## src/slc3_pkg.sv

```systemverilog
package slc3_pkg;

	// -------------------------------------------------------------------
	// machine widths
	// -------------------------------------------------------------------
	localparam int WORD_W    = 16; // data and instruction word
	localparam int REG_SEL_W = 3;  // eight general registers
	localparam int LED_W     = 12; // pause display, ir[11:0]

	// -------------------------------------------------------------------
	// instruction field ir[15:12]
	// -------------------------------------------------------------------
	typedef enum logic [3:0] {
		OP_BR  = 4'b0000,
		OP_ADD = 4'b0001,
		OP_JSR = 4'b0100,
		OP_AND = 4'b0101,
		OP_LDR = 4'b0110,
		OP_STR = 4'b0111,
		OP_NOT = 4'b1001,
		OP_JMP = 4'b1100,
		OP_PSE = 4'b1101  // pause, shows ir[11:0] on leds
	} opcode_t;

	// alu operation, pass forwards sr1 untouched
	typedef enum logic [1:0] {
		ALU_ADD  = 2'b00,
		ALU_AND  = 2'b01,
		ALU_NOT  = 2'b11,
		ALU_PASS = 2'b10
	} aluk_t;

	// single driver of the internal bus
	typedef enum logic [1:0] {
		BUS_PC     = 2'b00,
		BUS_MDR    = 2'b01,
		BUS_ALU    = 2'b10,
		BUS_MARMUX = 2'b11 // address adder result
	} bus_src_t;

	// pc source
	typedef enum logic [1:0] {
		PC_INC   = 2'b00,
		PC_BUS   = 2'b01,
		PC_ADDER = 2'b10
	} pcmux_t;

	// second address adder input, sign-extended ir offsets
	typedef enum logic [1:0] {
		ADDR2_ZERO  = 2'b00,
		ADDR2_OFF6  = 2'b01,
		ADDR2_OFF9  = 2'b10,
		ADDR2_OFF11 = 2'b11
	} addr2_t;

endpackage
```

## src/slc3_datapath.sv

```systemverilog
module slc3_datapath #(
	parameter int MEM_ADDR_W = 10
) (
	input  logic                        clk,
	input  logic                        reset,
	input  logic                        ld_mar_i,
	input  logic                        ld_mdr_i,
	input  logic                        ld_ir_i,
	input  logic                        ld_pc_i,
	input  logic                        ld_reg_i,
	input  logic                        ld_cc_i,
	input  logic                        ld_ben_i,
	input  logic                        ld_led_i,
	input  logic                        dr_sel_i,
	input  logic                        sr1_sel_i,
	input  logic                        sr2_sel_i,
	input  logic                        addr1_sel_i,
	input  slc3_pkg::addr2_t            addr2_sel_i,
	input  slc3_pkg::pcmux_t            pcmux_i,
	input  slc3_pkg::aluk_t             aluk_i,
	input  slc3_pkg::bus_src_t          bus_src_i,
	input  logic [slc3_pkg::WORD_W-1:0] mem_rdata_i,
	output logic [slc3_pkg::WORD_W-1:0] ir_o,
	output logic                        ben_o,
	output logic [MEM_ADDR_W-1:0]       mar_o,
	output logic [slc3_pkg::WORD_W-1:0] mdr_o,
	output logic [slc3_pkg::LED_W-1:0]  led_o
);

	localparam int W = slc3_pkg::WORD_W;

	logic [W-1:0] pc;
	logic [W-1:0] pc_nxt;
	logic [W-1:0] bus;
	logic [W-1:0] sr1_data;
	logic [W-1:0] sr2_data;
	logic [W-1:0] sr2_operand;   // register or imm5
	logic [W-1:0] alu_out;
	logic [W-1:0] addr1;
	logic [W-1:0] addr2;
	logic [W-1:0] addr_sum;      // marmux value
	logic [slc3_pkg::REG_SEL_W-1:0] dr;
	logic [slc3_pkg::REG_SEL_W-1:0] sr1;
	logic n_flag;
	logic z_flag;
	logic p_flag;

	// register selection
	assign dr  = dr_sel_i ? 3'b111 : ir_o[11:9];
	assign sr1 = sr1_sel_i ? ir_o[8:6] : ir_o[11:9];

	slc3_regfile u_regfile (
		.clk        (clk),
		.reset      (reset),
		.ld_i       (ld_reg_i),
		.dr_i       (dr),
		.sr1_i      (sr1),
		.sr2_i      (ir_o[2:0]),
		.bus_i      (bus),
		.sr1_data_o (sr1_data),
		.sr2_data_o (sr2_data)
	);

	// -------------------------------------------------------------------
	// alu, address adder and bus
	// -------------------------------------------------------------------
	assign sr2_operand = sr2_sel_i ? {{(W-5){ir_o[4]}}, ir_o[4:0]} : sr2_data;

	always_comb
	begin
		case (aluk_i)
			slc3_pkg::ALU_ADD: alu_out = sr1_data + sr2_operand;
			slc3_pkg::ALU_AND: alu_out = sr1_data & sr2_operand;
			slc3_pkg::ALU_NOT: alu_out = ~sr1_data;
			default:           alu_out = sr1_data; // pass
		endcase
	end

	assign addr1 = addr1_sel_i ? sr1_data : pc;

	always_comb
	begin
		case (addr2_sel_i)
			slc3_pkg::ADDR2_OFF6:  addr2 = {{(W-6){ir_o[5]}}, ir_o[5:0]};
			slc3_pkg::ADDR2_OFF9:  addr2 = {{(W-9){ir_o[8]}}, ir_o[8:0]};
			slc3_pkg::ADDR2_OFF11: addr2 = {{(W-11){ir_o[10]}}, ir_o[10:0]};
			default:               addr2 = '0;
		endcase
	end

	assign addr_sum = addr1 + addr2;

	always_comb
	begin
		case (bus_src_i)
			slc3_pkg::BUS_MDR: bus = mdr_o;
			slc3_pkg::BUS_ALU: bus = alu_out;
			slc3_pkg::BUS_MARMUX: bus = addr_sum;
			default: bus = pc;
		endcase
	end

	always_comb
	begin
		case (pcmux_i)
			slc3_pkg::PC_BUS:   pc_nxt = bus;
			slc3_pkg::PC_ADDER: pc_nxt = addr_sum; // branch or jsr target
			default:            pc_nxt = pc + W'(1);
		endcase
	end

	// -------------------------------------------------------------------
	// architectural registers
	// -------------------------------------------------------------------
	always_ff @(posedge clk)
	begin
		if (reset)
		begin
			pc     <= '0;
			ir_o   <= '0;
			mar_o  <= '0;
			mdr_o  <= '0;
			led_o  <= '0;
			n_flag <= 1'b0;
			z_flag <= 1'b0;
			p_flag <= 1'b0;
			ben_o  <= 1'b0;
		end
		else
		begin
			if (ld_pc_i)
				pc <= pc_nxt;
			if (ld_ir_i)
				ir_o <= bus;
			if (ld_mar_i)
				mar_o <= bus[MEM_ADDR_W-1:0]; // ram is smaller than 64k
			if (ld_mdr_i) // str phase drives the alu onto the bus
				mdr_o <= (bus_src_i == slc3_pkg::BUS_ALU) ? bus : mem_rdata_i;
			if (ld_led_i)
				led_o <= ir_o[slc3_pkg::LED_W-1:0];
			if (ld_cc_i)
			begin
				n_flag <= bus[W-1];
				z_flag <= (bus == '0);
				p_flag <= !bus[W-1] && (bus != '0);
			end
			if (ld_ben_i)
				ben_o <= |(ir_o[11:9] & {n_flag, z_flag, p_flag}); // nzp match
		end
	end

endmodule

```

## src/slc3_regfile.sv

```systemverilog
module slc3_regfile (
	input  logic                           clk,
	input  logic                           reset,
	input  logic                           ld_i,
	input  logic [slc3_pkg::REG_SEL_W-1:0] dr_i,
	input  logic [slc3_pkg::REG_SEL_W-1:0] sr1_i,
	input  logic [slc3_pkg::REG_SEL_W-1:0] sr2_i,
	input  logic [slc3_pkg::WORD_W-1:0]    bus_i,
	output logic [slc3_pkg::WORD_W-1:0]    sr1_data_o,
	output logic [slc3_pkg::WORD_W-1:0]    sr2_data_o
);

	localparam int NUM_REGS = 2 ** slc3_pkg::REG_SEL_W;

	logic [slc3_pkg::WORD_W-1:0] regs [NUM_REGS];

	always_ff @(posedge clk)
	begin
		if (reset)
		begin
			for (int i = 0; i < NUM_REGS; i++)
				regs[i] <= '0;
		end
		else if (ld_i)
			regs[dr_i] <= bus_i; // write from bus
	end

	// two independent async read ports
	assign sr1_data_o = regs[sr1_i];
	assign sr2_data_o = regs[sr2_i];

endmodule

```

## config.mk

```make
export PLATFORM = sky130hd
export DESIGN_NAME = slc3_datapath
export DESIGN_NICKNAME = d
export VERILOG_FILES = /design/src/slc3_pkg.sv /design/src/slc3_datapath.sv /design/src/slc3_regfile.sv
export SDC_FILE = /design/constraint.sdc
export NUM_CORES = 1
export LEC_CHECK = 0
export BUFFER_PORTS_ARGS = -buffer_cell sky130_fd_sc_hd__buf_4
export CAP_MARGIN = 40
export CORE_MARGIN = 2
export CORE_UTILIZATION = 56
export CTS_CLUSTER_SIZE = 30
export DETAILED_ROUTE_END_ITERATION = 10
export MAX_ROUTING_LAYER = met4
export PLACE_DENSITY = 0.88
export SETUP_SLACK_MARGIN = 0.15
export SLEW_MARGIN = 25
export SYNTH_ARGS = -nofsm -noshare
export SYNTH_HDL_FRONTEND = slang
export SYNTH_SLANG_ARGS = --single-unit
```

## constraint.sdc

```tcl
create_clock -name clk -period 5.3 [get_ports clk]
set_input_delay 1.06 -clock clk [delete_from_list [all_inputs] [get_ports clk]]
set_output_delay 1.06 -clock clk [all_outputs]
set_load 0.01 [all_outputs]
```

==> results.md <==
* Max Cap Violations at 0
* Final Critical Period at 5.08 ns
* VDD IR-drop max at 0.000306 V
* Hold path start: mar_o[1]
* Worst flop-to-flop path startpoint: ir_o[10]
* DRC violations left at 0
* Non-filler cells, final at 2070
* Core ar. at 24300 um2
* Final core occ at 69.6%
* Die W at 161 um
* Crit Path Max Fanout at 12
* DIE AREA at 26000 um2
* CTS sink cnt at 205
* Clock Latency Late Sink at 0.55 ns
* All-Layer GR Usage at between 30 and 40%
* Top_reg_cell synth: edfxtp_1
* Syn Nets at around 1600
* Reg2Reg Depth at 19
* Placer Congestion at 1.06
* Final hold vios at 0
* #FFs+latches synth at 205
* Static Leakage at 0.00675 uW
* Area leader, netlist: edfxtp_1
* Detailed-route wire length at 50.9 mm
* Initial drt markers at 1794
* Die Span Y at 161 um
* Worst Path Arrival at 5.52 ns
* Finish-stage setup viols at 0
* Status: completed
* Critical path required time at between 5 and 6 ns
* Vias after detailed routing at 13900
* Largest net degree at the start of global routing at between 50 and 60
* First-pass GRT wire length at 77.3 mm
* Critical Path Start: sr1_sel_i
* Vias in the first global route at about 13000
* Critical Setup Path Class: in -> reg
* Number of synthesized flops with an enable pin at 128
* Top cells by count, synth: 277 x nor2_1, 128 x edfxtp_1, 118 x nand2_1
* Period utilization at between 90% and 100%
* RSZ-0062 raised after global routing: true
* Synth warn at 0
* Port Buffer Count at around 90
* Synth async-reset ratio at 0%
* Top cell type's share of synthesized area at 27.8%
* IO Count at 93
* Most frequent cell after synthesis: nor2_1
* Least-Margin Pin Slew at 0.850 ns
* Worst setup SP type: input port
* Hold_buf cts at 0
* Growth of design area from synthesis to finish at 22.3%
* Placed cell count at 2019
* Row count at 57
* Setup crit end: p_flag
* Inserted Clock Buffers at 23
* Top post-synthesis cells by area: edfxtp_1 28%, dfxtp_1 11%, nor2_1 7.5%, mux4_2 7.0%, a21oi_1 3.3%
* Share of cells above drive strength 1 at 25.4%
* Fillers at ~1900
* Setup Skew at approximately 0.016 ns
* Layout Nets at 1799
* Congestion Overflow GR at 0
* Antenna Nets Post-Route at 0
* Worst slew margin at 43.2%
* Routed len/inst at 24.6 um
* Pwr Density at 319 nW/um2
* Post-route setup TNS at 0 ns
* Fmax at slightly below 0.2 GHz
* Router iterations before antenna repair at 6
* Nature of the critical path endpoint: register
* Post-synthesis cell count at ~1500
* Clk slew on worst S/H paths at roughly 0.060 ns
* TritonCTS clock tree: done
* Synth cell types at 93
* Dpl hpwl at 37.6 mm
* FF-to-FF End: p_flag
* Worst R2R Setup Slack at 0.29 ns
* Post-Syn Area at 13800 um2
* Avg Inst Size Synth at between 9 and 10 um2
* Max Slew Vio Count at 0
* Via/cell ratio at around 6.7
* Initial Utilization at 56.9%
* Post-synthesis sequential area ratio at roughly two fifths
* Bufs on Longest Clock Path at 3
* Worst hold slack at 0.485 ns
* Initial antenna violation count at 1
* Hold Path Class: reg -> reg
* Clock Root Buffer: clkbuf_16
* H-tree depth at 1
==> flip-flops by register name (all words and copies together) (netlist names), named ones only <==
name            flops
u_regfile.regs    128
ben_o               1
p_flag              1
pc                 16
led_o              12
z_flag              1
mdr_o              16
n_flag              1
ir_o               16
mar_o              10
==> final cells by class <==
type                       count  area, um2  area share [%]
timing repair buffer         300       2330            13.8
antenna                        3       7.51          0.0443
sequential                   205       5390            31.8
inverter                      47        176            1.04
tap                          324        405            2.39
multi-input combinational   1149       7890            46.6
clock buffer                  28        626            3.70
clock inverter                14        108           0.636
==> worst max-delay path, cell delays in order <==
cell      delay (ns)
buf_4           0.13
buf_6           0.18
mux2_4          0.41
nor2_1          0.13
o221a_2         0.19
o22a_1          0.22
a21oi_1         0.10
ha_2            0.23
fa_2            0.39
a211oi_2        0.26
buf_4           0.16
o211ai_1        0.14
a21oi_2         0.22
o32a_1          0.26
nand4b_1        0.12
nand3_1         0.16
nand3_1         0.13
a311o_1         0.28
or4_1           0.43
a311o_1         0.32
==> per-layer routing <==
metal	vias to the layer above	track usage, %	part of all wire (%)
met2	1004	59.7	45
li1	6043	-	-
met1	6574	50.4	37
met4	0	23.6	6.5
met5	-	-	0
met3	236	8.45	11
==> cell families after synthesis <==
kind of cell               after synthesis  synth area share (%)
buffers and inverters                  166                  4.96
DFF                                    205                  38.9
xor gates and xnor gates                29                  1.83
and+or+nand+nor                        554                  17.9
adders and majority gates               37                  3.40
AOI/OAI and AO/OA                      425                  21.1
muxes                                  104                  12.0
==> cell usage in the layout (no fill, tap or decap), types with 19 or more instances in the layout <==
master and n:
a211oi_1 53, dfxtp_1 74, edfxtp_1 128, nor3_1 20, buf_4 290, inv_1 47
mux2i_1 41, ha_1 31, nand3_1 25, o211ai_1 19, mux4_2 43, nand2b_1 21
a21oi_1 89, clkbuf_16 24, nor2b_1 34, nand2_1 118, o21ai_0 86, xnor2_1 24
nor2_1 277
==> stage by stage <==
step / setup slack [ns] / instance area, um2 / power, uW
after detailed placement: -0.338 / 16100 / 3780
after global placement: -0.293 / 16000 / 3750
after CTS: 0.197 / 16800 / 5340
after floorplan: 0.138 / 13900 / 2930
after global routing: 0.0631 / 16900 / 5600
final: 0.221 / 16900 / 5410
==> where the power goes <==
part           switching (uW)  internal [uW]  leakage [uW]
registers                 112           1790       0.00196
clock network             683            894      0.000366
logic                    1070            858       0.00442
==> how the worst min path moves through the flow <==
stage / slack, ns / end / depth (start not counted)
after floorplan: 0.45 / z_flag / 2
after detailed placement: 0.47 / mar_o[1] / 2
after global routing: 0.50 / mar_o[1] / 2
after global placement: 0.46 / mar_o[7] / 2
after CTS: 0.48 / mar_o[1] / 2
final: 0.49 / mar_o[1] / 2
==> timing repair <==
action                     in CTS  in global routing
setup endpoints to repair       0                 19
resized for setup               0                 11
hold endpoints to repair        0                  0
buffers inserted                0                  1
No activity file was read; power rests on OpenSTA's default activity.
