File: src/slc3_pkg.sv
package slc3_pkg;

	// -------------------------------------------------------------------
	// machine widths
	// -------------------------------------------------------------------
	localparam int WORD_W    = 16; // data and instruction word
	localparam int REG_SEL_W = 3;  // eight general registers
	localparam int LED_W     = 12; // pause display, ir[11:0]

	// -------------------------------------------------------------------
	// instruction field ir[15:12]
	// -------------------------------------------------------------------
	typedef enum logic [3:0] {
		OP_BR  = 4'b0000,
		OP_ADD = 4'b0001,
		OP_JSR = 4'b0100,
		OP_AND = 4'b0101,
		OP_LDR = 4'b0110,
		OP_STR = 4'b0111,
		OP_NOT = 4'b1001,
		OP_JMP = 4'b1100,
		OP_PSE = 4'b1101  // pause, shows ir[11:0] on leds
	} opcode_t;

	// alu operation, pass forwards sr1 untouched
	typedef enum logic [1:0] {
		ALU_ADD  = 2'b00,
		ALU_AND  = 2'b01,
		ALU_NOT  = 2'b11,
		ALU_PASS = 2'b10
	} aluk_t;

	// single driver of the internal bus
	typedef enum logic [1:0] {
		BUS_PC     = 2'b00,
		BUS_MDR    = 2'b01,
		BUS_ALU    = 2'b10,
		BUS_MARMUX = 2'b11 // address adder result
	} bus_src_t;

	// pc source
	typedef enum logic [1:0] {
		PC_INC   = 2'b00,
		PC_BUS   = 2'b01,
		PC_ADDER = 2'b10
	} pcmux_t;

	// second address adder input, sign-extended ir offsets
	typedef enum logic [1:0] {
		ADDR2_ZERO  = 2'b00,
		ADDR2_OFF6  = 2'b01,
		ADDR2_OFF9  = 2'b10,
		ADDR2_OFF11 = 2'b11
	} addr2_t;

endpackage
File: src/slc3_control.sv
module slc3_control (
	input  logic                        clk,
	input  logic                        reset,
	input  logic [slc3_pkg::WORD_W-1:0] ir_i,        // instruction register
	input  logic                        ben_i,       // registered branch enable
	input  logic                        run_i,
	input  logic                        continue_i,
	input  logic                        mem_done_i,  // last ram wait cycle
	output logic                        ld_mar_o,
	output logic                        ld_mdr_o,
	output logic                        ld_ir_o,
	output logic                        ld_pc_o,
	output logic                        ld_reg_o,
	output logic                        ld_cc_o,
	output logic                        ld_ben_o,
	output logic                        ld_led_o,
	output logic                        dr_sel_o,    // 1 = r7
	output logic                        sr1_sel_o,   // 1 = ir[8:6], 0 = ir[11:9]
	output logic                        sr2_sel_o,   // 1 = imm5
	output logic                        addr1_sel_o, // 1 = sr1, 0 = pc
	output slc3_pkg::addr2_t            addr2_sel_o,
	output slc3_pkg::pcmux_t            pcmux_o,
	output slc3_pkg::aluk_t             aluk_o,
	output slc3_pkg::bus_src_t          bus_src_o,
	output logic                        mem_ena_o,
	output logic                        mem_we_o,
	output logic                        mem_start_o, // arms the wait timer
	output logic                        paused_o,
	output logic                        halted_o
);

	typedef enum logic [5:0] {
		halted,
		s_fetch,     // mar <- pc, pc <- pc + 1
		s_fetch_wait,
		s_load_ir,
		s_decode,
		s_add,
		s_addi,
		s_and,
		s_andi,
		s_not,
		s_ldr_addr,
		s_ldr_wait,
		s_ldr_load,
		s_str_addr,
		s_str_mdr,
		s_str_write,
		s_jsr_link,
		s_jsr_jump,
		s_jmp,
		s_br_test,
		s_br_take,
		pause_1,
		pause_2
	} state_t;

	state_t state;
	state_t state_nxt;
	slc3_pkg::opcode_t opcode;

	assign opcode = slc3_pkg::opcode_t'(ir_i[15:12]);

	always_ff @(posedge clk)
	begin
		if (reset)
			state <= halted;
		else
			state <= state_nxt;
	end

	// -------------------------------------------------------------------
	// control outputs, defaults first so each state lists only changes
	// -------------------------------------------------------------------
	always_comb
	begin
		ld_mar_o    = 1'b0;
		ld_mdr_o    = 1'b0;
		ld_ir_o     = 1'b0;
		ld_pc_o     = 1'b0;
		ld_reg_o    = 1'b0;
		ld_cc_o     = 1'b0;
		ld_ben_o    = 1'b0;
		ld_led_o    = 1'b0;
		dr_sel_o    = 1'b0;
		sr1_sel_o   = 1'b1; // alu ops and bases read ir[8:6]
		sr2_sel_o   = 1'b0;
		addr1_sel_o = 1'b0;
		addr2_sel_o = slc3_pkg::ADDR2_ZERO;
		pcmux_o     = slc3_pkg::PC_INC;
		aluk_o      = slc3_pkg::ALU_ADD;
		bus_src_o   = slc3_pkg::BUS_PC;
		mem_ena_o   = 1'b0;
		mem_we_o    = 1'b0;
		mem_start_o = 1'b0;
		paused_o    = 1'b0;
		halted_o    = 1'b0;

		case (state)
			halted: halted_o = 1'b1;
			s_fetch:
			begin
				ld_mar_o    = 1'b1; // bus carries pc
				ld_pc_o     = 1'b1;
				mem_start_o = 1'b1;
			end
			s_fetch_wait, s_ldr_wait:
			begin
				mem_ena_o = 1'b1;
				ld_mdr_o  = 1'b1; // final cycle holds valid data
			end
			s_load_ir:
			begin
				ld_ir_o   = 1'b1;
				bus_src_o = slc3_pkg::BUS_MDR;
			end
			s_decode: ld_ben_o = 1'b1;
			s_add, s_addi, s_and, s_andi, s_not:
			begin
				ld_reg_o  = 1'b1;
				ld_cc_o   = 1'b1;
				bus_src_o = slc3_pkg::BUS_ALU;
				sr2_sel_o = (state == s_addi) || (state == s_andi);
				if (state == s_and || state == s_andi)
					aluk_o = slc3_pkg::ALU_AND;
				else if (state == s_not)
					aluk_o = slc3_pkg::ALU_NOT;
			end
			s_ldr_addr, s_str_addr:
			begin
				ld_mar_o    = 1'b1;
				addr1_sel_o = 1'b1; // base register
				addr2_sel_o = slc3_pkg::ADDR2_OFF6;
				bus_src_o   = slc3_pkg::BUS_MARMUX;
				mem_start_o = (state == s_ldr_addr);
			end
			s_ldr_load:
			begin
				ld_reg_o  = 1'b1;
				ld_cc_o   = 1'b1;
				bus_src_o = slc3_pkg::BUS_MDR;
			end
			s_str_mdr:
			begin
				ld_mdr_o    = 1'b1;
				sr1_sel_o   = 1'b0; // source register sits in ir[11:9]
				aluk_o      = slc3_pkg::ALU_PASS;
				bus_src_o   = slc3_pkg::BUS_ALU;
				mem_start_o = 1'b1;
			end
			s_str_write:
			begin
				mem_ena_o = 1'b1;
				mem_we_o  = 1'b1;
			end
			s_jsr_link:
			begin
				ld_reg_o = 1'b1; // r7 <- incremented pc
				dr_sel_o = 1'b1;
			end
			s_jsr_jump:
			begin
				ld_pc_o     = 1'b1;
				pcmux_o     = slc3_pkg::PC_ADDER;
				addr2_sel_o = slc3_pkg::ADDR2_OFF11;
			end
			s_jmp:
			begin
				ld_pc_o   = 1'b1;
				pcmux_o   = slc3_pkg::PC_BUS;
				aluk_o    = slc3_pkg::ALU_PASS;
				bus_src_o = slc3_pkg::BUS_ALU;
			end
			s_br_take:
			begin
				ld_pc_o     = 1'b1;
				pcmux_o     = slc3_pkg::PC_ADDER;
				addr2_sel_o = slc3_pkg::ADDR2_OFF9;
			end
			pause_1:
			begin
				ld_led_o = 1'b1;
				paused_o = 1'b1;
			end
			pause_2: paused_o = 1'b1;
			default: ;
		endcase
	end

	// -------------------------------------------------------------------
	// next state
	// -------------------------------------------------------------------
	always_comb
	begin
		state_nxt = state; // waits hold by default
		case (state)
			halted: if (run_i) state_nxt = s_fetch;
			s_fetch: state_nxt = s_fetch_wait;
			s_fetch_wait: if (mem_done_i) state_nxt = s_load_ir;
			s_load_ir: state_nxt = s_decode;
			s_decode:
			begin
				case (opcode)
					slc3_pkg::OP_ADD: state_nxt = ir_i[5] ? s_addi : s_add;
					slc3_pkg::OP_AND: state_nxt = ir_i[5] ? s_andi : s_and;
					slc3_pkg::OP_NOT: state_nxt = s_not;
					slc3_pkg::OP_LDR: state_nxt = s_ldr_addr;
					slc3_pkg::OP_STR: state_nxt = s_str_addr;
					slc3_pkg::OP_JSR: state_nxt = s_jsr_link;
					slc3_pkg::OP_JMP: state_nxt = s_jmp;
					slc3_pkg::OP_BR:  state_nxt = s_br_test;
					slc3_pkg::OP_PSE: state_nxt = pause_1;
					default:          state_nxt = s_fetch; // unsupported, skip
				endcase
			end
			s_ldr_addr: state_nxt = s_ldr_wait;
			s_ldr_wait: if (mem_done_i) state_nxt = s_ldr_load;
			s_str_addr: state_nxt = s_str_mdr;
			s_str_mdr: state_nxt = s_str_write;
			s_str_write: if (mem_done_i) state_nxt = s_fetch;
			s_jsr_link: state_nxt = s_jsr_jump;
			s_br_test: state_nxt = ben_i ? s_br_take : s_fetch;
			pause_1: if (continue_i) state_nxt = pause_2;
			pause_2: if (!continue_i) state_nxt = s_fetch; // wait for release
			default: state_nxt = s_fetch; // single-cycle executes
		endcase
	end

endmodule

File: config.mk
export PLATFORM = sky130hd
export DESIGN_NAME = slc3_control
export DESIGN_NICKNAME = d
export VERILOG_FILES = /design/src/slc3_pkg.sv /design/src/slc3_control.sv
export SDC_FILE = /design/constraint.sdc
export NUM_CORES = 1
export LEC_CHECK = 0
export BUFFER_PORTS_ARGS = -buffer_cell sky130_fd_sc_hd__buf_2
export CAP_MARGIN = 20
export CORE_ASPECT_RATIO = 0.8
export CORE_MARGIN = 4
export CORE_UTILIZATION = 48
export CTS_CLUSTER_SIZE = 20
export DETAILED_ROUTE_END_ITERATION = 12
export GPL_TIMING_DRIVEN = 0
export PLACE_DENSITY = 0.81
export SYNTH_ARGS = -nofsm -noshare
export SYNTH_HDL_FRONTEND = slang
export SYNTH_SLANG_ARGS = --single-unit
File: constraint.sdc
create_clock -name clk -period 1.85 [get_ports clk]
set_input_delay 0 -clock clk [delete_from_list [all_inputs] [get_ports clk]]
set_output_delay 0 -clock clk [all_outputs]
set_load 0.02 [all_outputs]
==> results of run 1 <==
==> placed cells by master, fill, tap and decap left out, drive strengths merged, types with 2 or more instances in the layout <==
cell type	netlist	routed
buf	14	46
o21a	2	2
and3	2	2
xnor2	2	2
nand2	13	13
a22oi	2	2
inv	7	7
or2	3	3
and2	2	2
o2111ai	2	2
a31oi	2	2
nand2b	14	14
nand4b	2	2
o21ai	7	7
a211oi	2	2
clkbuf	2	7
a21oi	18	18
nor2	11	11
nand3	5	5
nor3	6	6
nand3b	5	5
dfxtp	5	5
o211ai	5	5
nor2b	8	8
==> cell type report <==
class                      instances  area [um^2]  share of cell area, %
buffer                            16          114                   8.51
clock buffer                       4         26.3                   1.96
inverter                           7         26.3                   1.96
multi-input combinational        134          861                   64.4
sequential                         5          101                   7.58
tap                               25         31.3                   2.34
timing repair buffer              34          178                   13.3
==> Yosys cell counts (2+ instances only) <==
| master | n | area share [%] |
|---|---|---|
| a211oi_1 | 2 | 1.4 |
| a21oi_1 | 18 | 8.3 |
| a22oi_1 | 2 | 1.4 |
| a31oi_1 | 2 | 1.2 |
| and3_1 | 2 | 1.2 |
| buf_1 | 2 | 0.69 |
| buf_2 | 5 | 2.3 |
| buf_4 | 3 | 2.1 |
| buf_6 | 4 | 4.1 |
| clkbuf_1 | 2 | 0.69 |
| dfxtp_1 | 5 | 9.2 |
| inv_1 | 7 | 2.4 |
| nand2_1 | 13 | 4.5 |
| nand2b_1 | 14 | 8.1 |
| nand3_1 | 5 | 2.3 |
| nand3b_1 | 4 | 2.8 |
| nand4b_1 | 2 | 1.6 |
| nor2_1 | 11 | 3.8 |
| nor2b_1 | 8 | 4.6 |
| nor3_1 | 5 | 2.3 |
| o211ai_1 | 3 | 2.1 |
| o211ai_2 | 2 | 2.3 |
| o21a_1 | 2 | 1.4 |
| o21ai_0 | 7 | 3.2 |
| or2_2 | 2 | 1.2 |
| xnor2_1 | 2 | 1.6 |
==> worst max-delay path: cells and delay by family, from the launching register on <==
kind / cells / cell delay, ns
AO/OA/AOI/OAI: 2 / 0.28
buffers and inverters: 3 / 0.66
flip-flops: 1 / 0.36
AND/OR/NAND/NOR: 1 / 0.19
==> per-stage QoR <==
stage / hold slack (ns) / util, % / worst slack [ns]
after floorplan: 0.0691 / - / 0.106
after global placement: 0.228 / 59.5 / 0.183
after detailed placement: 0.235 / 59.5 / 0.140
after CTS: 0.283 / 61.2 / 0.0350
after global routing: 0.334 / 62.0 / 0.0227
final: 0.297 / 62.0 / 0.129
==> routing by layer <==
layer	up-vias	global-route usage (%)
met5	-	0
met4	0	7.22
met3	4	2.06
met2	87	37.5
met1	634	30.7
li1	666	-
==> final timing paths <==
kind	slack, ns	endpoint	startpoint
max	0.13	bus_src_o[1]	state[0]
min	0.30	state[4]	continue_i
max reg2reg	0.13	state[3]	state[1]
min reg2reg	0.83	state[2]	state[2]
==> kinds of logic after synthesis <==
| family | Yosys count | synth area share (%) |
|---|---|---|
| AND/OR/NAND/NOR | 80 | 43.2 |
| buffers and inverters | 23 | 12.3 |
| flip-flops | 5 | 9.21 |
| XOR/XNOR | 3 | 2.42 |
| AO/OA/AOI/OAI | 51 | 32.9 |
==> repair_timing <==
| item | 4_1_cts | 5_1_grt |
|---|---|---|
| pin swaps | 0 | 0 |
| hold buffers | 1 | 0 |
| endpoints found under the setup margin | 2 | 9 |
| hold endpoints to repair | 4 | 0 |
| resized for setup | 1 | 6 |
| buffers inserted | 0 | 0 |
==> report_power, final <==
group,switching [W],leakage [nW],internal [W]
Sequential,0.00000493,0.0411,0.000115
Combinational,0.000223,0.562,0.000161
Clock,0.0000391,0.0150,0.0000812
==> impl_results.md, run 1 <==
* Status: finished clean
* Die width at 61.2 um
* Cell area after synthesis at 0.00109 mm^2
* Max FO, Critical Path at 10
* TritonCTS clock tree: done
* Fin area at 0.00134 mm^2
* Proportion of layout cells with a drive suffix above 1 at 31.0%
* Residual DRC count at 0
* Max-cap violations at 0
* Syn_nets at 184
* CP most frequent cell: buf_2
* Vias in the first global route at 1,219
* Antenna violations before repair at 0
* Placed insts at 220
* Top Ports at 47
* Crit path kind: reg2out
* Post-synth EDFFs at 0
* Initial Util at 50.4%
* Sequential fraction of the synthesis area at 9.21%
* Hpwl dp at 2660 um
* Vias at 1,391
* Design Power at 0.000624 W
* Cell Rows at 15
* Leakage power at 0.618 nW
* CP required at 1.85 ns
* CTS root buf: clkbuf_4
* PwrDens at 467 mW/mm^2
* Slowest-stage cell, CP: dfxtp_1
* Fillers at 212
* Relative slew slack at 74.3%
* CP endpoint kind: output pin
* Detailed Route WL at 3410 um
* Vias per Instance at 6.18
* Share of flip-flops with an asynchronous set or reset at 0%
* Max Clock Skew at 0.000924 ns
* PortBufs at 33
* Total GRT Usage at 22.8%
* Critical Path AT at 1.72 ns
* R2R depth at 6
* Layout area overhead at 23.0%
* Hold path cells at 4
* Post-Route M1 WL at 1350 um
* Grt ovf at 0
* Seq cells post-synth at 5
* Placement-stage cell area at 0.00128 mm^2
* Yosys warnings at 0
* Min-delay worst type: in2reg
* Die H at 50.6 um
* Routed WL per cell at 15.1 um
* CTS sink cnt at 5
* Total CTS buffers at 3
* Top layer in use: met4
* Clk pin slew, worst setup/hold paths at 0.04 ns
* Routed length on met3 at 313 um
* DRT Pass-1 Iters at 5
* ANT cells at 0
* Fin. Hold Viols at 0
* Clock Tree Buf Depth at 2
* Fin crit period at 1.72 ns
* Detailed Route Iter0 Violations at 153
* Core area at 0.00216 mm^2
* Number of flip-flops in the largest register at 5
* Average size of a mapped cell at 6.71 um^2
* Share of the clock period used by the worst path at 93.0%
* Synthesized instance count at 162
* Setup-failing EPs final at 0
* Count of cell types in the netlist at 54
* Die ar. at 0.00310 mm^2
* Worst path cell trace: buf_2, buf_2, and3_1, a21oi_1, a31o_2, buf_2
* CP startpoint kind: register
* NumNets Final at 223
* RSZ-0062 raised after global routing: no
* Largest net degree at the start of global routing at 11
* DRT antenna net count at 0
* FMAX at 581 MHz
* Crit-path max cell delay at 0.36 ns
* H-tree depth at 1
* Setup_tns at 0 ns
* Actual slew at the worst max-slew pin at 0.384 ns
* RePlAce Congestion at 0.905
* Clk_lat worst skew at 0.23 ns
* Post-route insts no fill at 225
* Metal2 WL at 1690 um
* First-pass GRT wire length at 5530 um
* Post-synth top flop: dfxtp_1
* Max-slew violations at 0
* Biggest regs: state (5)
* Largest Register: state
* VDD IR max at 424 uV
No activity file was read; power rests on OpenSTA's default activity.
==> run 2, diff against run 1 <==
- CORE_UTILIZATION: 48 -> 49
- CTS_BUF_LIST: unset -> sky130_fd_sc_hd__clkbuf_4 sky130_fd_sc_hd__clkbuf_8
- PLACE_DENSITY: 0.81 -> 0.82
==> impl_results.md, run 2 (synthesized netlist as in run 1, its figures left out) <==
* Status: finished clean
* Commonest cells after routing, fill and taps aside: 39 x buf_2, 18 x a21oi_1, 14 x nand2b_1
* Design Power at 0.000636 W
* Vias per Instance at 6.10
* Pre-CTS WS at 0.161 ns
* Clk pin slew, worst setup/hold paths at 0.04 ns
* Grt ovf at 0
* CP required at 1.85 ns
* Clk_lat worst skew at 0.24 ns
* Register area at 100 um^2
* Final core utilization at 66.5%
* Detailed Route WL at 3330 um
* CP endpoint kind: output pin
* Hold path cells at 4
* FMAX at 557 MHz
* Cell Rows at 14
* Min-delay worst type: in2reg
* CTS root buf: clkbuf_4
* Reg2reg start: state[0]
* Commonest non-fill, non-tap cell in the layout: buf_2
* Relative slew slack at 74.1%
* NumNets Final at 223
* Vias in the first global route at 1,182
* Hold_sp: continue_i
* H-tree depth at 1
* Share of the clock period used by the worst path at 97.1%
* Fillers at 177
* Actual slew at the worst max-slew pin at 0.388 ns
* Hpwl dp at 2570 um
* Clock Tree Buf Depth at 2
* CP startpoint kind: register
* Critical Path AT at 1.80 ns
* ANT cells at 0
* Worst R2R End: state[0]
* CTS sink cnt at 5
* Max FO, Critical Path at 10
* Number of flip-flops in the largest register at 5
* TritonCTS clock tree: done
* Routed WL per cell at 14.9 um
* Min setup slack post-route at 0.0535 ns
* Total CTS buffers at 3
* VDD IR max at 398 uV
* DRT antenna net count at 0
* Die width at 60.7 um
* Die H at 50.1 um
* Setup-failing EPs final at 0
* Max Clock Skew at 0.00258 ns
* Largest Register: state
* Reg2reg setup slack at 0.14 ns
* R2R depth at 6
* Fin. Hold Viols at 0
* Top Ports at 47
* Die ar. at 0.00304 mm^2
* Layout area overhead at 22.2%
* Antenna violations before repair at 0
* Initial Util at 54.4%
* Max-slew violations at 0
* Area of the multi-input gates at 853 um^2
* Max-cap violations at 0
* RSZ-0062 raised after global routing: yes
* Fin crit period at 1.80 ns
* Proportion of layout cells with a drive suffix above 1 at 30.5%
* Hold path endpoint: state[4]
* Residual DRC count at 0
* Core area at 0.00200 mm^2
* Detailed Route Iter0 Violations at 98
* Vias at 1,366
* PwrDens at 478 mW/mm^2
* First-pass GRT wire length at 5380 um
* Leakage power at 0.621 nW
* Largest net degree at the start of global routing at 11
* Crit path kind: reg2out
* Total GRT Usage at 21.7%
* Biggest regs: state (5)
* RePlAce Congestion at 0.934
* PortBufs at 33
* DRT Pass-1 Iters at 4
run 2: cell type report:
type	instances	area share, %
plain buffers	16	8.57
clock buffers	4	2.26
inverters	7	1.98
multi-input cells	134	64.2
flip-flops and latches	5	7.53
well taps	24	2.26
repair buffers	34	13.2
run 2: per-stage QoR:
step,hold slack [ns],cell area [um^2],cells,TNS [ns]
global placement,0.226,1280,219,0
global route,0.318,1330,224,-0.0269
CTS,0.267,1320,224,0
detailed placement,0.228,1280,219,0
floorplan,0.0691,1090,162,0
finish,0.293,1330,224,0
run 2: routing by layer:
metal	wire (um)	global-route usage (%)	share of wire [%]
met5	0	0	0
met4	24	5.05	0.72
met3	335	1.79	10
met2	1480	33.3	44
met1	1490	32.5	45
run 2: repair_timing:
action / 4_1_cts / 5_1_grt
endpoints found under the setup margin: 2 / 8
hold endpoints to repair: 4 / 0
setup buffers: 0 / 0
hold buffers: 1 / 0
resized for setup: 1 / 2
run 2: how the worst max path moves through the flow:
stage | startpoint | to | slack, ns | depth (start not counted)
after floorplan | state[0] | ld_reg_o | 0.11 | 4
after global placement | state[0] | state[0] | 0.19 | 6
after detailed placement | state[0] | state[0] | 0.16 | 6
after CTS | state[2] | bus_src_o[1] | 0.009 | 6
after global routing | state[1] | ld_reg_o | -0.03 | 7
final | state[1] | ld_reg_o | 0.05 | 7
run 2: worst max-delay path: stages, from the launching register on:
cell and delay, ns:
dfxtp_1 0.30, buf_6 0.13, buf_6 0.14, or2_2 0.30, a22oi_1 0.19, nor2_1 0.07
or2_2 0.27, buf_2 0.16
run 2: power by group:
part	leakage [nW]	switching, W	internal, W	total [W]
Sequential	0.0406	0.00000514	0.000115	0.000120
Combinational	0.562	0.000222	0.000157	0.000379
Clock	0.0184	0.0000406	0.0000959	0.000136
Total	0.621	0.000268	0.000368	0.000636
==> run 3, diff against run 2 <==
- CELL_PAD_IN_SITES_DETAIL_PLACEMENT: unset -> 2
- CELL_PAD_IN_SITES_GLOBAL_PLACEMENT: unset -> 2
- CORE_UTILIZATION: 49 -> 25
- MAX_ROUTING_LAYER: unset -> met4
- PLACE_DENSITY: 0.82 -> unset
- PLACE_DENSITY_LB_ADDON: unset -> 0.1
==> impl_results.md, run 3 (synthesized netlist as in run 1, its figures left out) <==
* Crit path kind: reg2out
* Residual DRC count at 0
* Critical Path AT at 1.76 ns
* Hold_sp: reset
* Share of the clock period used by the worst path at 95.1%
* M3 GR Usage at 1.76%
* Detailed Route WL at 4480 um
* Failing checks: hold timing
* Fin Hold WS at -0.000868 ns
* Setup_tns at 0 ns
* Die ar. at 0.00547 mm^2
* GRT met2 Usage at 28.6%
* NumNets Final at 222
* Clock Tree Buf Depth at 2
* Met1 global-route usage at 24.2%
* Placement-stage cell area at 0.00132 mm^2
* Hold path endpoint: state[3]
* Status: finished with violations
* Antenna violations before repair at 0
* Largest net degree at the start of global routing at 11
* Leakage power at 0.632 nW
* Biggest regs: state (5)
* Reg2reg setup slack at 0.12 ns
* CP startpoint kind: register
* First-pass GRT wire length at 7360 um
* Clk_lat worst skew at 0.22 ns
* DRT antenna net count at 0
* Number of flip-flops in the largest register at 5
* Detailed Route Iter0 Violations at 105
* H-tree depth at 1
* CP endpoint kind: output pin
* Crit path from: state[1]
* PwrDens at 524 mW/mm^2
* Worst R2R End: state[0]
* Hpwl dp at 3490 um
* Clk pin slew, worst setup/hold paths at 0.03 ns
* Max-slew violations at 0
* Top Ports at 47
* PortBufs at 33
* Total GRT Usage at 17.4%
* Max Clock Skew at 0.00129 ns
* Hold path cells at 2
* Actual slew at the worst max-slew pin at 0.402 ns
* Relative slew slack at 73.2%
* CTS root buf: clkbuf_8
* Layout area overhead at 30.0%
* Crit-path max cell delay at 0.30 ns
* DRT Pass-1 Iters at 4
* Core area at 0.00418 mm^2
* Routed WL per cell at 17.5 um
* Fin crit period at 1.76 ns
* Total CTS buffers at 3
* CTS sink cnt at 5
* Worst path cell trace: buf_6, buf_6, or2_2, a22oi_2, nor2_1, or2_2, buf_2
* CP delay by family, top: simple AND/OR/NAND/NOR gates
* Fin area at 0.00141 mm^2
* Die H at 67.0 um
* Largest Register: state
* RSZ-0062 raised after global routing: no
* Max-cap violations at 0
* Fin. Hold Viols at 1
* Max FO, Critical Path at 10
* Min-delay worst type: in2reg
* VDD IR max at 392 uV
* Initial Util at 26.0%
* Grt ovf at 0
* Proportion of layout cells with a drive suffix above 1 at 33.7%
* Vias at 1,355
* Reg2reg start: state[0]
* ANT cells at 0
* FMAX at 569 MHz
* Die width at 81.7 um
* TritonCTS clock tree: done
* Commonest non-fill, non-tap cell in the layout: buf_2
* Final core utilization at 33.8%
* Vias per Instance at 5.29
* Hold_buf cts at 0
* # Post-CTS Setup Buffers at 0
* Slowest-stage cell, CP: dfxtp_1
* RePlAce Congestion at 0.843
* Setup-failing EPs final at 0
* Commonest cells after routing, fill and taps aside: 38 x buf_2, 18 x a21oi_1, 14 x nand2b_1
* CP required at 1.85 ns
* Buf+Inv Stages, Crit Path at 3
* Global route hottest layer: met2
* Vias in the first global route at 1,405
* Cell Rows at 21
* R2R depth at 6
-- run 3: worst max path at each step --
stage	endpoint	cells past startpoint
final	ld_reg_o	7
after global routing	ld_pc_o	7
after CTS	addr2_sel_o[0]	5
after detailed placement	bus_src_o[1]	6
after global placement	state[0]	7
after floorplan	ld_reg_o	4
-- run 3: stage by stage --
stage	power, W	setup WS, ns	std cells	hold slack, ns
finish	0.000742	0.0911	256	-0.000868
global route	0.000802	0.00316	256	0.0269
CTS	0.000735	0.0219	256	0.00671
detailed placement	0.000516	0.0738	252	0.235
global placement	0.000504	0.103	252	0.234
floorplan	0.000400	0.106	162	0.0691
-- run 3: layer usage --
metal  up-vias  share of wire [%]
met3         0                3.9
met5         -                  0
met4         0                  0
met1       659                 50
li1        663                  -
met2        33                 46
-- run 3: timing repair --
action	4_1_cts	5_1_grt
endpoints found under the setup margin	5	12
cloned	0	0
gates resized for setup	2	11
-- run 3: report_power, final --
group | internal [W] | switching [W]
sequential | 0.000115 | 0.00000582
clock | 0.000162 | 0.0000486
combinational | 0.000165 | 0.000245
total | 0.000442 | 0.000299
-- run 3: cell type report --
class | count | area [um^2]
buffer | 16 | 119
clock buffer | 4 | 48.8
fill | 521 | 2760
inverter | 7 | 26.3
multi-input combinational | 134 | 881
sequential | 5 | 103
tap | 57 | 71.3
timing repair buffer | 33 | 165
